==> src/source/core_rd_pkg.sv <==
package core_rd_pkg;

    //------------------------------
    // widths
    //------------------------------
    localparam int beat_w = 256;
    localparam int dim_w  = 11;
    localparam int edge_w = 5;
    localparam int xfer_w = 13;

    typedef logic [beat_w-1:0] beat_t;
    typedef logic [dim_w-1:0]  dim_t;
    typedef logic [edge_w-1:0] edge_t;
    typedef logic [xfer_w-1:0] xfer_len_t;

    //------------------------------
    // frame geometry
    //------------------------------
    // left pad may be as wide as a feature row
    typedef struct packed {
        edge_t up_len;
        dim_t  left_len;
        edge_t right_len;
        edge_t bottom_len;
        dim_t  row_num;
        dim_t  col_num;
    } pad_geom_t;

    //------------------------------
    // state encodings
    //------------------------------
    typedef enum logic [2:0] {
        region_idle,
        region_up,
        region_left,
        region_feature,
        region_right,
        region_bottom
    } pad_region_e;

    typedef enum logic [1:0] {
        route_idle,
        route_pad,
        route_direct
    } route_state_e;

endpackage

==> src/source/pad_stream_if.sv <==
`timescale 1ns/1ps

interface pad_stream_if (
    input logic clk
);

    // padded beats from the walker
    core_rd_pkg::beat_t pad_data;
    logic               pad_valid;
    logic               pad_last;

    // source back-pressure, high only in the feature region
    logic               feat_ready;

    modport walker (
        input  clk,
        output pad_data,
        output pad_valid,
        output pad_last,
        output feat_ready
    );

    modport router (
        input  clk,
        input  pad_data,
        input  pad_valid,
        input  pad_last,
        input  feat_ready
    );

endinterface

==> src/source/pad_frame_walker.sv <==
`timescale 1ns/1ps

module pad_frame_walker (
    input  logic                   clk,
    input  logic                   rst_n,
    input  core_rd_pkg::pad_geom_t geom,
    input  logic                   walk_start,
    input  core_rd_pkg::beat_t     noc_in_data,
    input  logic                   noc_in_valid,
    pad_stream_if.walker           stream
);

    core_rd_pkg::pad_region_e region, region_ns;
    core_rd_pkg::dim_t        row_cnt, row_cnt_ns;
    core_rd_pkg::dim_t        col_cnt, col_cnt_ns;

    core_rd_pkg::dim_t        total_col_last;
    core_rd_pkg::dim_t        up_row_last;
    core_rd_pkg::dim_t        bottom_row_last;
    core_rd_pkg::dim_t        left_col_last;
    core_rd_pkg::dim_t        right_col_last;
    core_rd_pkg::dim_t        feat_col_last;
    core_rd_pkg::dim_t        feat_row_last;

    core_rd_pkg::pad_region_e row_entry;
    core_rd_pkg::pad_region_e first_region;
    core_rd_pkg::pad_region_e row_exit_region;
    core_rd_pkg::dim_t        row_exit_cnt;
    logic                     row_exit_last;

    //------------------------------
    // geometry derived limits
    //------------------------------
    assign total_col_last  = core_rd_pkg::dim_t'(geom.right_len) + geom.left_len
                           + geom.col_num - 1'b1;
    assign up_row_last     = core_rd_pkg::dim_t'(geom.up_len) - 1'b1;
    assign bottom_row_last = core_rd_pkg::dim_t'(geom.bottom_len) - 1'b1;
    assign left_col_last   = geom.left_len - 1'b1;
    assign right_col_last  = core_rd_pkg::dim_t'(geom.right_len) - 1'b1;
    assign feat_col_last   = geom.col_num - 1'b1;
    assign feat_row_last   = geom.row_num - 1'b1;

    // empty regions are skipped
    assign row_entry    = (geom.left_len != '0) ? core_rd_pkg::region_left
                                                : core_rd_pkg::region_feature;
    assign first_region = (geom.up_len != '0) ? core_rd_pkg::region_up : row_entry;

    // where a feature row goes once its last beat is out
    always_comb begin
        row_exit_last = 1'b0;
        if (row_cnt == feat_row_last) begin
            row_exit_cnt = '0;
            if (geom.bottom_len != '0) begin
                row_exit_region = core_rd_pkg::region_bottom;
            end
            else begin
                row_exit_region = core_rd_pkg::region_idle;
                row_exit_last   = 1'b1;
            end
        end
        else begin
            row_exit_cnt    = row_cnt + 1'b1;
            row_exit_region = row_entry;
        end
    end

    //------------------------------
    // region FSM
    //------------------------------
    always_comb begin
        region_ns         = region;
        row_cnt_ns        = row_cnt;
        col_cnt_ns        = col_cnt;
        stream.pad_data   = '0;
        stream.pad_valid  = 1'b0;
        stream.pad_last   = 1'b0;
        stream.feat_ready = 1'b0;

        case (region)
            core_rd_pkg::region_idle: begin
                if (walk_start) begin
                    region_ns  = first_region;
                    row_cnt_ns = '0;
                    col_cnt_ns = '0;
                end
            end
            core_rd_pkg::region_up: begin
                stream.pad_valid = 1'b1;
                if (col_cnt == total_col_last) begin
                    col_cnt_ns = '0;
                    if (row_cnt == up_row_last) begin
                        row_cnt_ns = '0;
                        region_ns  = row_entry;
                    end
                    else begin
                        row_cnt_ns = row_cnt + 1'b1;
                    end
                end
                else begin
                    col_cnt_ns = col_cnt + 1'b1;
                end
            end
            core_rd_pkg::region_left: begin
                stream.pad_valid = 1'b1;
                if (col_cnt == left_col_last) begin
                    col_cnt_ns = '0;
                    region_ns  = core_rd_pkg::region_feature;
                end
                else begin
                    col_cnt_ns = col_cnt + 1'b1;
                end
            end
            core_rd_pkg::region_feature: begin
                stream.pad_data   = noc_in_data;
                stream.pad_valid  = noc_in_valid;
                stream.feat_ready = 1'b1;
                if (noc_in_valid) begin
                    if (col_cnt == feat_col_last) begin
                        col_cnt_ns = '0;
                        if (geom.right_len != '0) begin
                            region_ns = core_rd_pkg::region_right;
                        end
                        else begin
                            region_ns       = row_exit_region;
                            row_cnt_ns      = row_exit_cnt;
                            stream.pad_last = row_exit_last;
                        end
                    end
                    else begin
                        col_cnt_ns = col_cnt + 1'b1;
                    end
                end
            end
            core_rd_pkg::region_right: begin
                stream.pad_valid = 1'b1;
                if (col_cnt == right_col_last) begin
                    col_cnt_ns      = '0;
                    region_ns       = row_exit_region;
                    row_cnt_ns      = row_exit_cnt;
                    stream.pad_last = row_exit_last;
                end
                else begin
                    col_cnt_ns = col_cnt + 1'b1;
                end
            end
            core_rd_pkg::region_bottom: begin
                stream.pad_valid = 1'b1;
                if (col_cnt == total_col_last) begin
                    col_cnt_ns = '0;
                    if (row_cnt == bottom_row_last) begin
                        row_cnt_ns      = '0;
                        region_ns       = core_rd_pkg::region_idle;
                        stream.pad_last = 1'b1;
                    end
                    else begin
                        row_cnt_ns = row_cnt + 1'b1;
                    end
                end
                else begin
                    col_cnt_ns = col_cnt + 1'b1;
                end
            end
            default: begin
                region_ns = core_rd_pkg::region_idle;
            end
        endcase
    end

    always_ff @(posedge clk or negedge rst_n) begin
        if (!rst_n) begin
            region  <= core_rd_pkg::region_idle;
            row_cnt <= '0;
            col_cnt <= '0;
        end
        else begin
            region  <= region_ns;
            row_cnt <= row_cnt_ns;
            col_cnt <= col_cnt_ns;
        end
    end

endmodule

==> src/source/rd_route_ctrl.sv <==
`timescale 1ns/1ps

module rd_route_ctrl (
    input  logic                      clk,
    input  logic                      rst_n,
    input  logic                      core_rd_start,
    input  logic                      pad_enable,
    input  core_rd_pkg::edge_t        pad_up_len,
    input  core_rd_pkg::dim_t         pad_left_len,
    input  core_rd_pkg::edge_t        pad_right_len,
    input  core_rd_pkg::edge_t        pad_bottom_len,
    input  core_rd_pkg::dim_t         pad_row_num,
    input  core_rd_pkg::dim_t         pad_col_num,
    input  core_rd_pkg::xfer_len_t    target_len,
    input  core_rd_pkg::beat_t        noc_in_data,
    input  logic                      noc_in_valid,
    output core_rd_pkg::pad_geom_t    geom,
    output logic                      walk_start,
    output logic                      noc_in_ready,
    output core_rd_pkg::beat_t        core_in_data,
    output logic                      core_in_valid,
    output logic                      core_in_last,
    output logic                      core_rd_finish,
    pad_stream_if.router              stream
);

    core_rd_pkg::route_state_e route_state, route_ns;
    core_rd_pkg::xfer_len_t    target_q;
    core_rd_pkg::xfer_len_t    direct_cnt, direct_cnt_ns;
    logic                      start_take;

    // starts outside idle are dropped
    assign start_take = (route_state == core_rd_pkg::route_idle) && core_rd_start;

    //------------------------------
    // route FSM and output mux
    //------------------------------
    always_comb begin
        route_ns       = route_state;
        direct_cnt_ns  = direct_cnt;
        core_in_data   = stream.pad_data;
        core_in_valid  = 1'b0;
        core_in_last   = 1'b0;
        core_rd_finish = 1'b0;
        noc_in_ready   = 1'b0;

        case (route_state)
            core_rd_pkg::route_idle: begin
                if (start_take) begin
                    route_ns = pad_enable ? core_rd_pkg::route_pad
                                          : core_rd_pkg::route_direct;
                end
            end
            core_rd_pkg::route_pad: begin
                core_in_valid  = stream.pad_valid;
                core_in_last   = stream.pad_last;
                core_rd_finish = stream.pad_last;
                noc_in_ready   = stream.feat_ready;
                if (stream.pad_last) begin
                    route_ns = core_rd_pkg::route_idle;
                end
            end
            core_rd_pkg::route_direct: begin
                core_in_data  = noc_in_data;
                core_in_valid = noc_in_valid;
                noc_in_ready  = 1'b1;
                if (noc_in_valid) begin
                    // target_len + 1 beats in total
                    if (direct_cnt == target_q) begin
                        direct_cnt_ns  = '0;
                        core_in_last   = 1'b1;
                        core_rd_finish = 1'b1;
                        route_ns       = core_rd_pkg::route_idle;
                    end
                    else begin
                        direct_cnt_ns = direct_cnt + 1'b1;
                    end
                end
            end
            default: begin
                route_ns = core_rd_pkg::route_idle;
            end
        endcase
    end

    always_ff @(posedge clk or negedge rst_n) begin
        if (!rst_n) begin
            route_state <= core_rd_pkg::route_idle;
            direct_cnt  <= '0;
            walk_start  <= 1'b0;
            target_q    <= '0;
            geom        <= '0;
        end
        else begin
            route_state <= route_ns;
            direct_cnt  <= direct_cnt_ns;
            // first cycle of route_pad
            walk_start  <= start_take && pad_enable;
            if (start_take) begin
                target_q        <= target_len;
                geom.up_len     <= pad_up_len;
                geom.left_len   <= pad_left_len;
                geom.right_len  <= pad_right_len;
                geom.bottom_len <= pad_bottom_len;
                geom.row_num    <= pad_row_num;
                geom.col_num    <= pad_col_num;
            end
        end
    end

endmodule

==> src/source/core_rd_pad_top.sv <==
`timescale 1ns/1ps

module core_rd_pad_top (
    input  logic                            clk,
    input  logic                            rst_n,
    input  logic                            core_rd_start,
    input  logic                            pad_enable,
    input  logic [core_rd_pkg::edge_w-1:0]  pad_up_len,
    input  logic [core_rd_pkg::dim_w-1:0]   pad_left_len,
    input  logic [core_rd_pkg::edge_w-1:0]  pad_right_len,
    input  logic [core_rd_pkg::edge_w-1:0]  pad_bottom_len,
    input  logic [core_rd_pkg::dim_w-1:0]   pad_row_num,
    input  logic [core_rd_pkg::dim_w-1:0]   pad_col_num,
    input  logic [core_rd_pkg::xfer_w-1:0]  target_len,
    input  logic [core_rd_pkg::beat_w-1:0]  noc_in_data,
    input  logic                            noc_in_valid,
    input  logic                            noc_in_last,
    output logic                            noc_in_ready,
    output logic [core_rd_pkg::beat_w-1:0]  core_in_data,
    output logic                            core_in_valid,
    output logic                            core_in_last,
    output logic                            core_rd_finish
);

    // noc_in_last kept on the boundary, frame end comes from the counters

    core_rd_pkg::pad_geom_t geom;
    logic                   walk_start;

    pad_stream_if u_stream (
        .clk (clk)
    );

    rd_route_ctrl u_route (
        .clk            (clk),
        .rst_n          (rst_n),
        .core_rd_start  (core_rd_start),
        .pad_enable     (pad_enable),
        .pad_up_len     (pad_up_len),
        .pad_left_len   (pad_left_len),
        .pad_right_len  (pad_right_len),
        .pad_bottom_len (pad_bottom_len),
        .pad_row_num    (pad_row_num),
        .pad_col_num    (pad_col_num),
        .target_len     (target_len),
        .noc_in_data    (noc_in_data),
        .noc_in_valid   (noc_in_valid),
        .geom           (geom),
        .walk_start     (walk_start),
        .noc_in_ready   (noc_in_ready),
        .core_in_data   (core_in_data),
        .core_in_valid  (core_in_valid),
        .core_in_last   (core_in_last),
        .core_rd_finish (core_rd_finish),
        .stream         (u_stream.router)
    );

    pad_frame_walker u_walker (
        .clk          (clk),
        .rst_n        (rst_n),
        .geom         (geom),
        .walk_start   (walk_start),
        .noc_in_data  (noc_in_data),
        .noc_in_valid (noc_in_valid),
        .stream       (u_stream.walker)
    );

endmodule

==> config.mk <==
export PLATFORM = sky130hd
export DESIGN_NAME = core_rd_pad_top
export DESIGN_NICKNAME = d
export VERILOG_FILES = /design/src/source/core_rd_pkg.sv /design/src/source/pad_stream_if.sv /design/src/source/pad_frame_walker.sv /design/src/source/rd_route_ctrl.sv /design/src/source/core_rd_pad_top.sv
export SDC_FILE = /design/constraint.sdc
export NUM_CORES = 1
export LEC_CHECK = 0
export BUFFER_PORTS_ARGS = -buffer_cell sky130_fd_sc_hd__buf_2
export CORE_AREA = 2 2 230 232
export CTS_CLUSTER_DIAMETER = 200
export CTS_CLUSTER_SIZE = 14
export DETAILED_ROUTE_END_ITERATION = 7
export DIE_AREA = 0 0 232 234
export PLACE_DENSITY = 0.5
export REMOVE_ABC_BUFFERS = 1
export SLEW_MARGIN = 20
export SYNTH_ARGS = -nofsm -noshare
export SYNTH_HDL_FRONTEND = slang
export SYNTH_HIERARCHICAL = 1
export SYNTH_SLANG_ARGS = --single-unit
==> constraint.sdc <==
create_clock -name clk -period 10.25 [get_ports clk]
set_input_delay 0.5125 -clock clk [delete_from_list [all_inputs] [get_ports clk]]
set_output_delay 0.5125 -clock clk [all_outputs]
set_load 0.005 [all_outputs]
Yosys cells after proc, flatten, opt, wreduce, memory -nomap -nowiden --
Cells that the tools add are included.
Storage, ports and cells: input port bits 323, flip-flop bits (word level) 102
Operators by class: mux-type cells 57, add/sub/neg operators 12, equality and inequality tests 29, reductions and logical operators 17
Operators with widths (number):
- $mux W256 | 2
- $mux W11 | 15
- $pmux W11 S5 | 2
- $eq A11 B11 Y1 | 7
- $sub A11 B1 Y11 const B | 4
- $mux W3 | 13
- $reduce_bool A5 Y1 | 5
- $add A11 B1 Y11 const B | 2
- $ne A2 B1 Y1 const B | 10
- $pmux W3 S6 | 1
- $sub A5 B1 Y6 const B | 3
- $add A13 B1 Y13 const B | 1
- $eq A13 B13 Y1 | 1
- $mux W13 | 1
- $mux W1 | 12
- $add A11 B11 Y11 | 1
- $add A5 B11 Y11 | 1
- $reduce_bool A11 Y1 | 1
- $mux W2 | 5
- $reduce_and A9 Y1 | 1
- $ne A2 B2 Y1 const B | 4
- $pmux W1 S2 | 4
- $reduce_and A8 Y1 | 1
- $eq A3 B2 Y1 const B | 2
- 14 further kinds | 16

Logic depth before layout (Yosys ltp) --
Gate-level depths: netlist of run 1.
word-level depth 9, mapped depth 17, mapped depth without buffers 17

By module --
Netlist of run 1, hierarchy kept.
By module, submodules not included:
- rd_route_ctrl | seq. area each 1926.8 um^2, area an instance 6319.8 um^2, cells an instance 527, times used 1
- pad_frame_walker | seq. area each 625.6 um^2, area an instance 6015.8 um^2, cells an instance 857, times used 1

Worst setup path after synthesis of run 1 --
Ideal clock, no wire load.
kind register -> output, start reg, netlist name u_route/geom[4], end out core_rd_finish, cell stages (with the launch flop) 16, path slack 6000 ps, path buffers 1, arrival time 3737 ps, data required time 9738 ps, cell sequence dfrtp_1 inv_1 ha_1 inv_1 fa_1 ha_1 a21o_1 a21oi_1 a21oi_1 or4_1 a2111oi_2 nand3_1 o32ai_1 and2_1 o21a_1 buf_4
On the way: longest elaborated chain between the ends 6
Ends and longest elaborated chain:
- $add A11 B11 Y11 / $sub A11 B1 Y11 (equally long branches) | line pad_frame_walker.sv:35, pad_frame_walker.sv:40
- $sub A11 B1 Y11 / $eq A11 B11 Y1 (equally long branches) | line pad_frame_walker.sv:35, pad_frame_walker.sv:118
- $eq A11 B11 Y1 / $mux W1 (equally long branches) | line pad_frame_walker.sv:148, pad_frame_walker.sv:118
- $mux W1, on equally long branches | line pad_frame_walker.sv:148, pad_frame_walker.sv:117
- $pmux W1 S3 (*) | line pad_frame_walker.sv:79 | case (region)
- named net u_stream.pad_last | line pad_stream_if.sv:10 | logic pad_last;
- $pmux W1 S2 (*)
- end: declaration | line core_rd_pad_top.sv:22 | output logic core_rd_finish
The timed path passes the listed nets; every way through them passes the cells marked *.

Worst setup path in the final report of run 1 --
start reg, netlist name u_route/geom[2], end out core_rd_finish
On the way: longest elaborated chain between the ends 6
Ends and longest elaborated chain:
- $add A11 B11 Y11 / $sub A11 B1 Y11 (equally long branches) | line pad_frame_walker.sv:35, pad_frame_walker.sv:40
- $sub A11 B1 Y11 / $eq A11 B11 Y1 (equally long branches) | line pad_frame_walker.sv:35, pad_frame_walker.sv:118
- $eq A11 B11 Y1 / $mux W1 (equally long branches) | line pad_frame_walker.sv:148, pad_frame_walker.sv:118
- $mux W1, on equally long branches | line pad_frame_walker.sv:148, pad_frame_walker.sv:117
- $pmux W1 S3 (*) | line pad_frame_walker.sv:79
- named net u_stream.pad_last | line pad_stream_if.sv:10
- $pmux W1 S2 (*) | line rd_route_ctrl.sv:47 | case (route_state)
Marks and branches as above.

==> results of run 1 <==
-- state kept, by name, summed over array words and instances (netlist names) --
register,count
u_route/direct_cnt,13
u_walker/row_cnt,11
u_route/target_q,13
u_walker/region,3
u_route/walk_start,1
u_route/route_state,2
u_route/geom,48
u_walker/col_cnt,11
-- layout make-up --
| cell class | count | area (um2) | share of cell area, % |
|---|---|---|---|
| tap | 688 | 861 | 5.33 |
| clock buffer | 10 | 239 | 1.48 |
| antenna | 12 | 30.0 | 0.186 |
| clock inverter | 6 | 52.6 | 0.326 |
| inverter | 67 | 251 | 1.56 |
| timing repair buffer | 589 | 2980 | 18.5 |
| sequential | 102 | 2550 | 15.8 |
| multi-input combinational | 1125 | 9170 | 56.8 |
-- per-stage QoR --
stage               util, %  hold WS (ps)  power (mW)
floorplan                 -           217        3.20
global placement       30.4           513        4.10
detailed placement     30.4           515        4.15
CTS                    31.0           134        4.53
global route           31.0           153        4.91
finish                 31.0           118        4.49
-- worst register-to-register path: cells and delay by family (launching register included) --
family / cells / cell delay (ps)
DFF: 1 / 540
muxes: 1 / 210
adders and majority gates: 3 / 1370
AOI/OAI and AO/OA: 6 / 1980
buffers and inverters: 3 / 270
and+or+nand+nor: 2 / 440
xor gates and xnor gates: 1 / 140
-- power breakdown --
| group | leakage [nW] | total [mW] | internal, mW | switching [mW] |
|---|---|---|---|---|
| logic | 6.69 | 3.31 | 1.61 | 1.71 |
| clock network | 0.143 | 0.350 | 0.176 | 0.173 |
| registers | 1.26 | 0.826 | 0.555 | 0.270 |
-- kinds of logic (layout without fill, tap and decap cells) --
group | after synthesis | count (layout) | share of synthesized area, %
multiplexers | 326 | 326 | 29.7
adder cells (fa/ha/maj) | 46 | 46 | 4.97
flip-flops | 102 | 102 | 20.7
other | 0 | 12 | 0
buffers and inverters | 157 | 672 | 5.22
AO/OA/AOI/OAI | 144 | 144 | 8.48
AND/OR/NAND/NOR | 517 | 517 | 24.4
XOR/XNOR | 92 | 92 | 6.53
-- path summary, 6_finish.rpt --
check,start,to,slack (ps),cells past startpoint
min,rst_n,u_route/target_q[6],120,1
max in group asynchronous,rst_n,u_walker/row_cnt[10],8950,2
max reg2reg,u_route/geom[2],u_route/route_state[1],5240,16
min in group clk,pad_row_num[2],u_route/geom[13],380,2
max,u_route/geom[2],core_rd_finish,4570,16
min reg2reg,u_route/target_q[11],u_route/target_q[11],530,1
-- synthesized netlist by cell type (13+ instances only) --
| master | number |
|---|---|
| sky130_fd_sc_hd__mux2_2 | 319 |
| sky130_fd_sc_hd__and2_1 | 262 |
| sky130_fd_sc_hd__dfrtp_1 | 102 |
| sky130_fd_sc_hd__inv_1 | 67 |
| sky130_fd_sc_hd__nor2_1 | 59 |
| sky130_fd_sc_hd__nand2_1 | 55 |
| sky130_fd_sc_hd__clkbuf_1 | 51 |
| sky130_fd_sc_hd__xnor2_1 | 51 |
| sky130_fd_sc_hd__ha_1 | 41 |
| sky130_fd_sc_hd__xor2_1 | 41 |
| sky130_fd_sc_hd__o21ai_0 | 31 |
| sky130_fd_sc_hd__buf_2 | 29 |
| sky130_fd_sc_hd__nand3_1 | 26 |
| sky130_fd_sc_hd__a21oi_1 | 23 |
| sky130_fd_sc_hd__nor3_1 | 23 |
| sky130_fd_sc_hd__nand4_1 | 13 |
-- per-layer routing --
layer	global-route usage, %	share of wire, %	vias up
met5	1.43	0.30	-
met3	6.26	8.9	83
met1	22.8	41	5779
met4	3.89	1.9	24
met2	32.4	48	466
li1	-	-	5851
==> results.md, run 1 <==
### Run
* **number of max-capacitance violations reported** 0

### Critical path
* **number of buffers and inverters on the critical path** 4
* **CP Data Arrival Time** 5170 ps
* **nature of the critical path endpoint** output port
* **list of cells traversed by the critical path** inv_1 > ha_1 > inv_1 > fa_1 > inv_1 > fa_1 > xor2_1 > o21ai_0 > a2111oi_0 > nand3_1 > a2111oi_2 > nand3_1 > o32ai_1 > and2_1 > o21a_1 > buf_2
* **Critical Path Start Type** flip-flop
* **biggest fanout along the worst timing path** 10
* **CP most frequent cell** sky130_fd_sc_hd__inv_1
* **cell with the largest stage delay on the worst path** sky130_fd_sc_hd__a2111oi_0
* **Max stage delay on crit path** 610 ps
* **cell family with the largest share of critical-path delay** compound AO/OA/AOI/OAI gates
* **CP Data Required Time** 9740 ps
* **CP Class** flip-flop to output port

### Layout
* **number of standard cells in the final layout excluding fillers** 2599
* **number of fill cells** 5579
* **nets@finish** 2263
* **most common library cell in the layout ignoring fill and taps** sky130_fd_sc_hd__buf_2
* **synthesis-to-finish area growth** 30.8%
* **post-route cell area** 16100 um2
* **leading cell types in the layout, fill and taps excluded** 580 x sky130_fd_sc_hd__buf_2, 319 x sky130_fd_sc_hd__mux2_2, 262 x sky130_fd_sc_hd__and2_1
* **layout cell share with drive strength beyond 1** 50.5%

### Hold path
* **hold crit path type** primary input to async pin

### Placement
* **Cell Count Post-Placement** 2571
* **worst slack, placed** 5070 ps
* **IO buf count** 581
* **area of placed instances** 15800 um2
* **Post-DP HPWL** 46000 um
* **weighted congestion at the end of routability-driven global placement** 0.838

### STA
* **hold violation count in the final report** 0
* **number of pins exceeding their max-slew limit in the final report** 0
* **transition at the pin with the smallest max-transition slack** 1020 ps
* **worst setup margin** 4570 ps
* **Setup violations, final** 0
* **ratio of final minimum period to clock period** 55.4%
* **Clock Skews** 7.51 ps
* **RSZ-0062 raised after global routing** no
* **achievable frequency** 176 MHz
* **headroom to the max-slew limit** 31.0%
* **summed negative setup slack over all endpoints** 0 ps
* **min Tclk post-route** 5680 ps

### Synth
* **most used flip-flop cell after synthesis** sky130_fd_sc_hd__dfrtp_1
* **asr flop ratio synth** 100%
* **Area contributors post-synth** sky130_fd_sc_hd__mux2_2 29%, sky130_fd_sc_hd__dfrtp_1 21%, sky130_fd_sc_hd__and2_1 13%, sky130_fd_sc_hd__ha_1 4.2%, sky130_fd_sc_hd__xnor2_1 3.6%
* **cell type contributing the most total cell area after synthesis** sky130_fd_sc_hd__mux2_2
* **share of the yosys chip area belonging to registers** 20.7%
* **Post-Synthesis Cells** 1384
* **Synth warnings** 6
* **flop and latch count out of synthesis** 102
* **number of synthesized flops with an enable pin** 0
* **post-synth top area share** 29.1%
* **post-synthesis instance area** 12300 um2
* **count of unique library cells instantiated by Yosys** 78
* **syn avg cell area** 8.91 um2

### Outcome
* **status** completed

### Route
* **via count** 12203
* **routed len/inst** 21.2 um
* **initial detailed-routing violation count** 655
* **drt total wl** 55200 um
* **remaining routing DRC violations** 0
* **post-DR vias/cell** 4.70
* **post-route antenna net violation count** 0
* **DR pass1 iterations** 4

### Floorplanning
* **count of standard-cell rows** 84
* **width of the die** 232 um
* **core box area** 52000 um2
* **die area** 54300 um2
* **Die Y-Extent** 234 um
* **Initial Utilization** 23.7%
* **num ports** 583

### Global route
* **number of antenna violations at the first check in global routing** 46
* **vias in the first global route** 11097
* **remaining global-route overflow** 0
* **all-layer global routing usage** 18.9%
* **maximum number of pins on one net before global-route repair** 142
* **first-pass GRT wire length** 75100 um

### Clocking
* **clock root buffer** sky130_fd_sc_hd__clkbuf_16
* **post-CTS sizing** 0
* **count of hold buffers inserted by post-cts repair** 0
* **CTS HTree Levels** 3
* **later-pin clock latency in the skew report** 360 ps
* **clock input transition at the sequential cells of the worst setup and hold paths** 70 ps
* **buffer levels on the longest clock path** 2
* **Setup Buffers After CTS** 0
* **clock buffer count from CTS** 9
* **number of clock sinks seen by CTS** 102
* **CTS tree** built

### Power
* **P per Cell Area** 278 nW/um2
* **Leakage** 8.09 nW
* **worst supply voltage drop on vdd** 0.221 mV

Note: power is estimated with default switching activity, not from simulation.
==> inputs of run 2 (changes only) <==
Settings changed: CORE_AREA 2 2 230 232 to 2 2 229 231, DIE_AREA 0 0 232 234 to 0 0 231 233, PLACE_DENSITY 0.5 to 0.52.
Clock period 10.25 ns to 4.8 ns, I/O delays scaled along.
==> results.md, run 2 (synthesized netlist as in run 1, its figures left out) <==
### Critical path
* **CP Class** flip-flop to output port
* **number of buffers and inverters on the critical path** 4
* **cell family with the largest share of critical-path delay** adder cells
* **Critical Path Start Type** flip-flop
* **Max stage delay on crit path** 450 ps
* **CP most frequent cell** sky130_fd_sc_hd__inv_1
* **CP Data Required Time** 4560 ps
* **list of cells traversed by the critical path** inv_1 > ha_1 > fa_1 > inv_1 > ha_1 > inv_1 > fa_1 > nor2b_1 > nor2_1 > o21ai_1 > xnor2_1 > a2111oi_4 > nand3_1 > o32ai_2 > and2_1 > o21a_1 > buf_2
* **CP Data Arrival Time** 4290 ps
* **nature of the critical path endpoint** output port
* **cell with the largest stage delay on the worst path** sky130_fd_sc_hd__fa_1
* **biggest fanout along the worst timing path** 5

### Power
* **P per Cell Area** 605 nW/um2
* **Pwr Total** 9.87 mW
* **worst supply voltage drop on vdd** 0.460 mV
* **Leakage** 8.19 nW

### Floorplanning
* **num ports** 583
* **count of standard-cell rows** 83
* **core box area** 51100 um2
* **Initial Utilization** 24.1%
* **width of the die** 231 um
* **Die Y-Extent** 233 um
* **die area** 53800 um2

### Placement
* **weighted congestion at the end of routability-driven global placement** 0.848
* **worst slack, placed** 271 ps
* **Post-DP HPWL** 45600 um
* **Cell Count Post-Placement** 2578
* **area of placed instances** 15900 um2
* **IO buf count** 581

### Route
* **via count** 12302
* **drt total wl** 54400 um
* **post-DR vias/cell** 4.72
* **initial detailed-routing violation count** 567
* **wire length on met1** 22400 um
* **top layer reached by signal wires** met5
* **remaining routing DRC violations** 0
* **post-route antenna net violation count** 0
* **routed len/inst** 20.9 um
* **met2 WL post-DR** 25800 um
* **DR pass1 iterations** 5
* **length of routed met3 wiring** 4270 um

### Global route
* **first-pass GRT wire length** 76900 um
* **number of antenna violations at the first check in global routing** 40
* **vias in the first global route** 11718
* **maximum number of pins on one net before global-route repair** 197
* **all-layer global routing usage** 19.2%
* **remaining global-route overflow** 0

### Clocking
* **count of hold buffers inserted by post-cts repair** 0
* **CTS tree** built
* **later-pin clock latency in the skew report** 370 ps
* **CTS HTree Levels** 3
* **clock buffer count from CTS** 9
* **clock input transition at the sequential cells of the worst setup and hold paths** 70 ps
* **clock root buffer** sky130_fd_sc_hd__clkbuf_16
* **buffer levels on the longest clock path** 2
* **number of clock sinks seen by CTS** 102

### Layout
* **number of standard cells in the final layout excluding fillers** 2605
* **layout cell share with drive strength beyond 1** 51.1%
* **top flop regs** u_route/geom x48, u_route/direct_cnt x13, u_route/target_q x13
* **post-route cell area** 16300 um2
* **Reg with most FFs** u_route/geom
* **nets@finish** 2279
* **leading cell types in the layout, fill and taps excluded** 580 x sky130_fd_sc_hd__buf_2, 319 x sky130_fd_sc_hd__mux2_2, 262 x sky130_fd_sc_hd__and2_1
* **flip-flop count of the largest register, all copies and words added** 48
* **synthesis-to-finish area growth** 32.2%
* **most common library cell in the layout ignoring fill and taps** sky130_fd_sc_hd__buf_2

### STA
* **RSZ-0062 raised after global routing** no
* **hold violation count in the final report** 0
* **Clock Skews** 14.3 ps
* **headroom to the max-slew limit** 38.1%
* **number of pins exceeding their max-slew limit in the final report** 0
* **transition at the pin with the smallest max-transition slack** 929 ps
* **min Tclk post-route** 4530 ps
* **Setup violations, final** 0
* **ratio of final minimum period to clock period** 94.4%
* **hold_ws** 0.718 ps
* **achievable frequency** 221 MHz
* **worst setup margin** 269 ps

### Outcome
* **status** completed

### Run
* **number of max-capacitance violations reported** 0

### Hold path
* **hold crit path type** primary input to async pin

## run 2: area by class of cell
class,instances,area (um2)
antenna,10,25.0
clock buffer,9,225
clock inverter,7,72.6
fill,5461,34800
inverter,67,251
multi-input combinational,1125,9200
sequential,102,2550
tap,680,851
timing repair buffer,605,3130
## run 2: what timing repair did
item	4_1_cts	5_1_grt
pin swaps	0	5
resized for setup	3	3
buffers inserted	0	1
setup endpoints to repair	2	2
## run 2: metrics by stage
stage               setup TNS [ps]  utilization (%)
CTS                              0             31.8
global placement                 0             31.2
floorplan                  -829980                -
detailed placement               0             31.2
global route                     0             31.9
finish                           0             31.9
## run 2: power breakdown
| group | total [mW] | switching [mW] | internal, mW | leakage (nW) |
|---|---|---|---|---|
| Clock | 0.754 | 0.384 | 0.371 | 0.149 |
| Sequential | 1.72 | 0.531 | 1.19 | 1.26 |
| Combinational | 7.40 | 3.84 | 3.56 | 6.78 |
| Total | 9.87 | 4.76 | 5.11 | 8.19 |
## run 2: metal layers
| metal | vias up | track usage (%) |
|---|---|---|
| met5 | - | 0 |
| met4 | 22 | 6.49 |
| met1 | 5866 | 23.7 |
| met3 | 98 | 4.94 |
| met2 | 434 | 32.2 |
| li1 | 5882 | - |
## run 2: final timing paths
path	endpoint	slack (ps)	startpoint	cells past startpoint
max in group asynchronous	u_route/geom[35]	3860	rst_n	2
min reg2reg	u_route/target_q[11]	530	u_route/target_q[11]	1
min	u_route/direct_cnt[6]	0.7	rst_n	1
min in group clk	u_route/target_q[4]	90	target_len[4]	2
max	core_rd_finish	270	u_route/geom[1]	17
max reg2reg	u_walker/region[0]	600	u_route/geom[1]	16
==> inputs of run 3 (changes only) <==
Settings changed: CORE_AREA 2 2 229 231 to 2 2 226 228, CTS_BUF_LIST set to sky130_fd_sc_hd__clkbuf_8 sky130_fd_sc_hd__clkbuf_16, DIE_AREA 0 0 231 233 to 0 0 228 230, PLACE_DENSITY 0.52 to 0.46, SYNTH_HIERARCHICAL 1 to not set.
==> results.md, run 3 <==
### Power
* **Internal** 4.50 mW
* **power share of the sequential group** 18.1%
* **switching power share of the total** 52.1%
* **P per Cell Area** 709 nW/um2
* **switching power** 4.89 mW
* **Leakage** 6.52 nW
* **power share of the combinational group** 73.7%
* **Clock Power Share** 8.2%
* **worst supply voltage drop on vdd** 0.493 mV

### Outcome
* **status** completed

### Critical path
* **list of cells traversed by the critical path** inv_1 > ha_1 > fa_1 > inv_1 > ha_1 > inv_1 > fa_2 > nand2b_4 > a21oi_2 > xnor2_1 > nand4_1 > or4_4 > or2_2 > o32ai_4 > a21oi_2 > nor2b_2 > buf_2
* **CP most frequent cell** sky130_fd_sc_hd__inv_1
* **number of buffers and inverters on the critical path** 4
* **nature of the critical path endpoint** output port
* **Max stage delay on crit path** 590 ps
* **Critical Path Start Type** flip-flop
* **biggest fanout along the worst timing path** 3
* **CP Data Required Time** 4560 ps
* **cell family with the largest share of critical-path delay** simple AND/OR/NAND/NOR gates
* **CP Data Arrival Time** 4320 ps
* **CP Class** flip-flop to output port
* **cell with the largest stage delay on the worst path** sky130_fd_sc_hd__or4_4

### Route
* **DR pass1 iterations** 5
* **post-DR vias/cell** 4.47
* **drt total wl** 62500 um
* **remaining routing DRC violations** 0
* **routed len/inst** 26.9 um
* **initial detailed-routing violation count** 687
* **post-route antenna net violation count** 0
* **via count** 10372

### Synth
* **syn avg cell area** 8.47 um2
* **count of unique library cells instantiated by Yosys** 78
* **post-synth top area share** 27.7%
* **most used flip-flop cell after synthesis** sky130_fd_sc_hd__dfrtp_1
* **number of synthesized flops with an enable pin** 0
* **Area contributors post-synth** sky130_fd_sc_hd__dfrtp_1 28%, sky130_fd_sc_hd__nor2b_1 18%, sky130_fd_sc_hd__mux2_2 7.5%, sky130_fd_sc_hd__xnor2_1 5.8%, sky130_fd_sc_hd__ha_1 5.6%
* **Post-Synthesis Cells** 1088
* **cell type contributing the most total cell area after synthesis** sky130_fd_sc_hd__dfrtp_1
* **most common cell in the synthesized netlist** sky130_fd_sc_hd__nor2b_1
* **Synth warnings** 0
* **post-synthesis instance area** 9220 um2
* **asr flop ratio synth** 100%
* **share of the yosys chip area belonging to registers** 27.7%
* **flop and latch count out of synthesis** 102
* **top post-synthesis cells by count** 271 x sky130_fd_sc_hd__nor2b_1, 102 x sky130_fd_sc_hd__dfrtp_1, 61 x sky130_fd_sc_hd__mux2_2, 61 x sky130_fd_sc_hd__xnor2_1, 60 x sky130_fd_sc_hd__inv_1

### Layout
* **nets@finish** 1997
* **most common library cell in the layout ignoring fill and taps** sky130_fd_sc_hd__buf_2
* **flip-flop count of the largest register, all copies and words added** 48
* **synthesis-to-finish area growth** 43.6%
* **top flop regs** u_route.geom x48, u_route.direct_cnt x13, u_route.target_q x13
* **layout cell share with drive strength beyond 1** 43.4%
* **leading cell types in the layout, fill and taps excluded** 580 x sky130_fd_sc_hd__buf_2, 270 x sky130_fd_sc_hd__nor2b_1, 100 x sky130_fd_sc_hd__dfrtp_1
* **post-route cell area** 13200 um2
* **Reg with most FFs** u_route.geom
* **number of fill cells** 5550

### STA
* **Clock Skews** 10.3 ps
* **hold_ws** 24.9 ps
* **achievable frequency** 219 MHz
* **RSZ-0062 raised after global routing** no
* **headroom to the max-slew limit** 31.5%
* **transition at the pin with the smallest max-transition slack** 1020 ps
* **number of pins exceeding their max-slew limit in the final report** 0
* **min Tclk post-route** 4560 ps
* **hold violation count in the final report** 0
* **Setup violations, final** 0
* **ratio of final minimum period to clock period** 95.1%

### Global route
* **all-layer global routing usage** 23.0%
* **GR met3 Demand/Resource** 10.3%
* **met1 usage** 29.9%
* **maximum number of pins on one net before global-route repair** 74
* **vias in the first global route** 10132
* **gr busiest metal** met2
* **remaining global-route overflow** 0
* **met2 track utilization from global routing** 34.0%
* **first-pass GRT wire length** 82400 um
* **number of antenna violations at the first check in global routing** 64

### Clocking
* **clock root buffer** sky130_fd_sc_hd__clkbuf_16
* **count of hold buffers inserted by post-cts repair** 0
* **later-pin clock latency in the skew report** 360 ps
* **number of clock sinks seen by CTS** 102
* **buffer levels on the longest clock path** 2
* **CTS HTree Levels** 3
* **CTS tree** built
* **clock buffer count from CTS** 9
* **clock input transition at the sequential cells of the worst setup and hold paths** 70 ps

### Placement
* **weighted congestion at the end of routability-driven global placement** 1.04
* **area of placed instances** 12800 um2
* **IO buf count** 581
* **Post-DP HPWL** 56100 um

### Hold path
* **hold crit path type** primary input to async pin

### Floorplanning
* **Die Y-Extent** 230 um
* **num ports** 583
* **count of standard-cell rows** 82
* **Initial Utilization** 18.5%
* **core box area** 49900 um2
* **width of the die** 228 um
* **die area** 52400 um2

### Run
* **number of max-capacitance violations reported** 0

## run 3: path summary, 6_finish.rpt
check                      slack, ps              endpoint  depth (start not counted)            startpoint
min                               20      u_route.geom[25]                          1                 rst_n
min reg2reg                      530  u_route.target_q[10]                          1  u_route.target_q[10]
max                              240          core_in_last                         17      u_route.geom[28]
max in group asynchronous       3790      u_route.geom[15]                          2                 rst_n
max reg2reg                      520   u_walker.col_cnt[6]                         16      u_route.geom[28]
min in group clk                 100  u_route.target_q[12]                          2        target_len[12]
## run 3: per-layer routing
| layer | vias up | part of all wire, % |
|---|---|---|
| li1 | 4757 | - |
| met1 | 4973 | 43 |
| met4 | 34 | 2.6 |
| met3 | 89 | 12 |
| met5 | - | 0.35 |
| met2 | 519 | 43 |
## run 3: per-stage QoR
| step | TNS, ps | utilization [%] | worst slack, ps | cells | total power [mW] |
|---|---|---|---|---|---|
| floorplan | -1065640 | - | -4160 | 1020 | 5.53 |
| global placement | 0 | 25.7 | 329 | 2287 | 8.41 |
| detailed placement | 0 | 25.7 | 279 | 2287 | 8.50 |
| CTS | 0 | 26.4 | 6.42 | 2304 | 9.33 |
| global route | 0 | 26.5 | 2.73 | 2307 | 10.2 |
| finish | 0 | 26.5 | 237 | 2322 | 9.39 |
## run 3: timing repair
action | in CTS | in global routing
endpoints found under the setup margin | 2 | 2
buffers inserted | 1 | 1
resized for setup | 2 | 10
gates cloned | 0 | 0
pin swaps | 0 | 1
endpoints found under the hold margin | 0 | 0
## run 3: power groups by stage
stage | sequential [mW] | combinational (mW) | clock [mW]
global route | 1.76 | 7.65 | 0.823
finish | 1.70 | 6.92 | 0.770
floorplan | 1.54 | 3.99 | 0
global placement | 1.71 | 6.70 | 0
CTS | 1.70 | 6.84 | 0.791
detailed placement | 1.72 | 6.78 | 0
## run 3: final cells by class
cell class | instances | area (um2) | area share, %
Multi-Input combinational cell | 858 | 6210 | 46.9
Tap cell | 672 | 841 | 6.35
Clock buffer | 10 | 239 | 1.81
Timing Repair Buffer | 597 | 3060 | 23.1
Sequential cell | 102 | 2550 | 19.3
Clock inverter | 6 | 62.6 | 0.473
Antenna cell | 17 | 42.5 | 0.321
Inverter | 60 | 225 | 1.70
## run 3: cells by family (layout without fill, tap and decap cells)
group           after synthesis  in the layout  synth area share, %
compound gates              134            134                 10.4
xor+xnor                    100            100                 9.50
fa+ha+maj                    46             46                 6.65
buf+inv                     128            673                 5.46
flops                       102            102                 27.7
mux                          69             69                 8.32
other cells                   0             17                    0
simple gates                509            509                 32.0
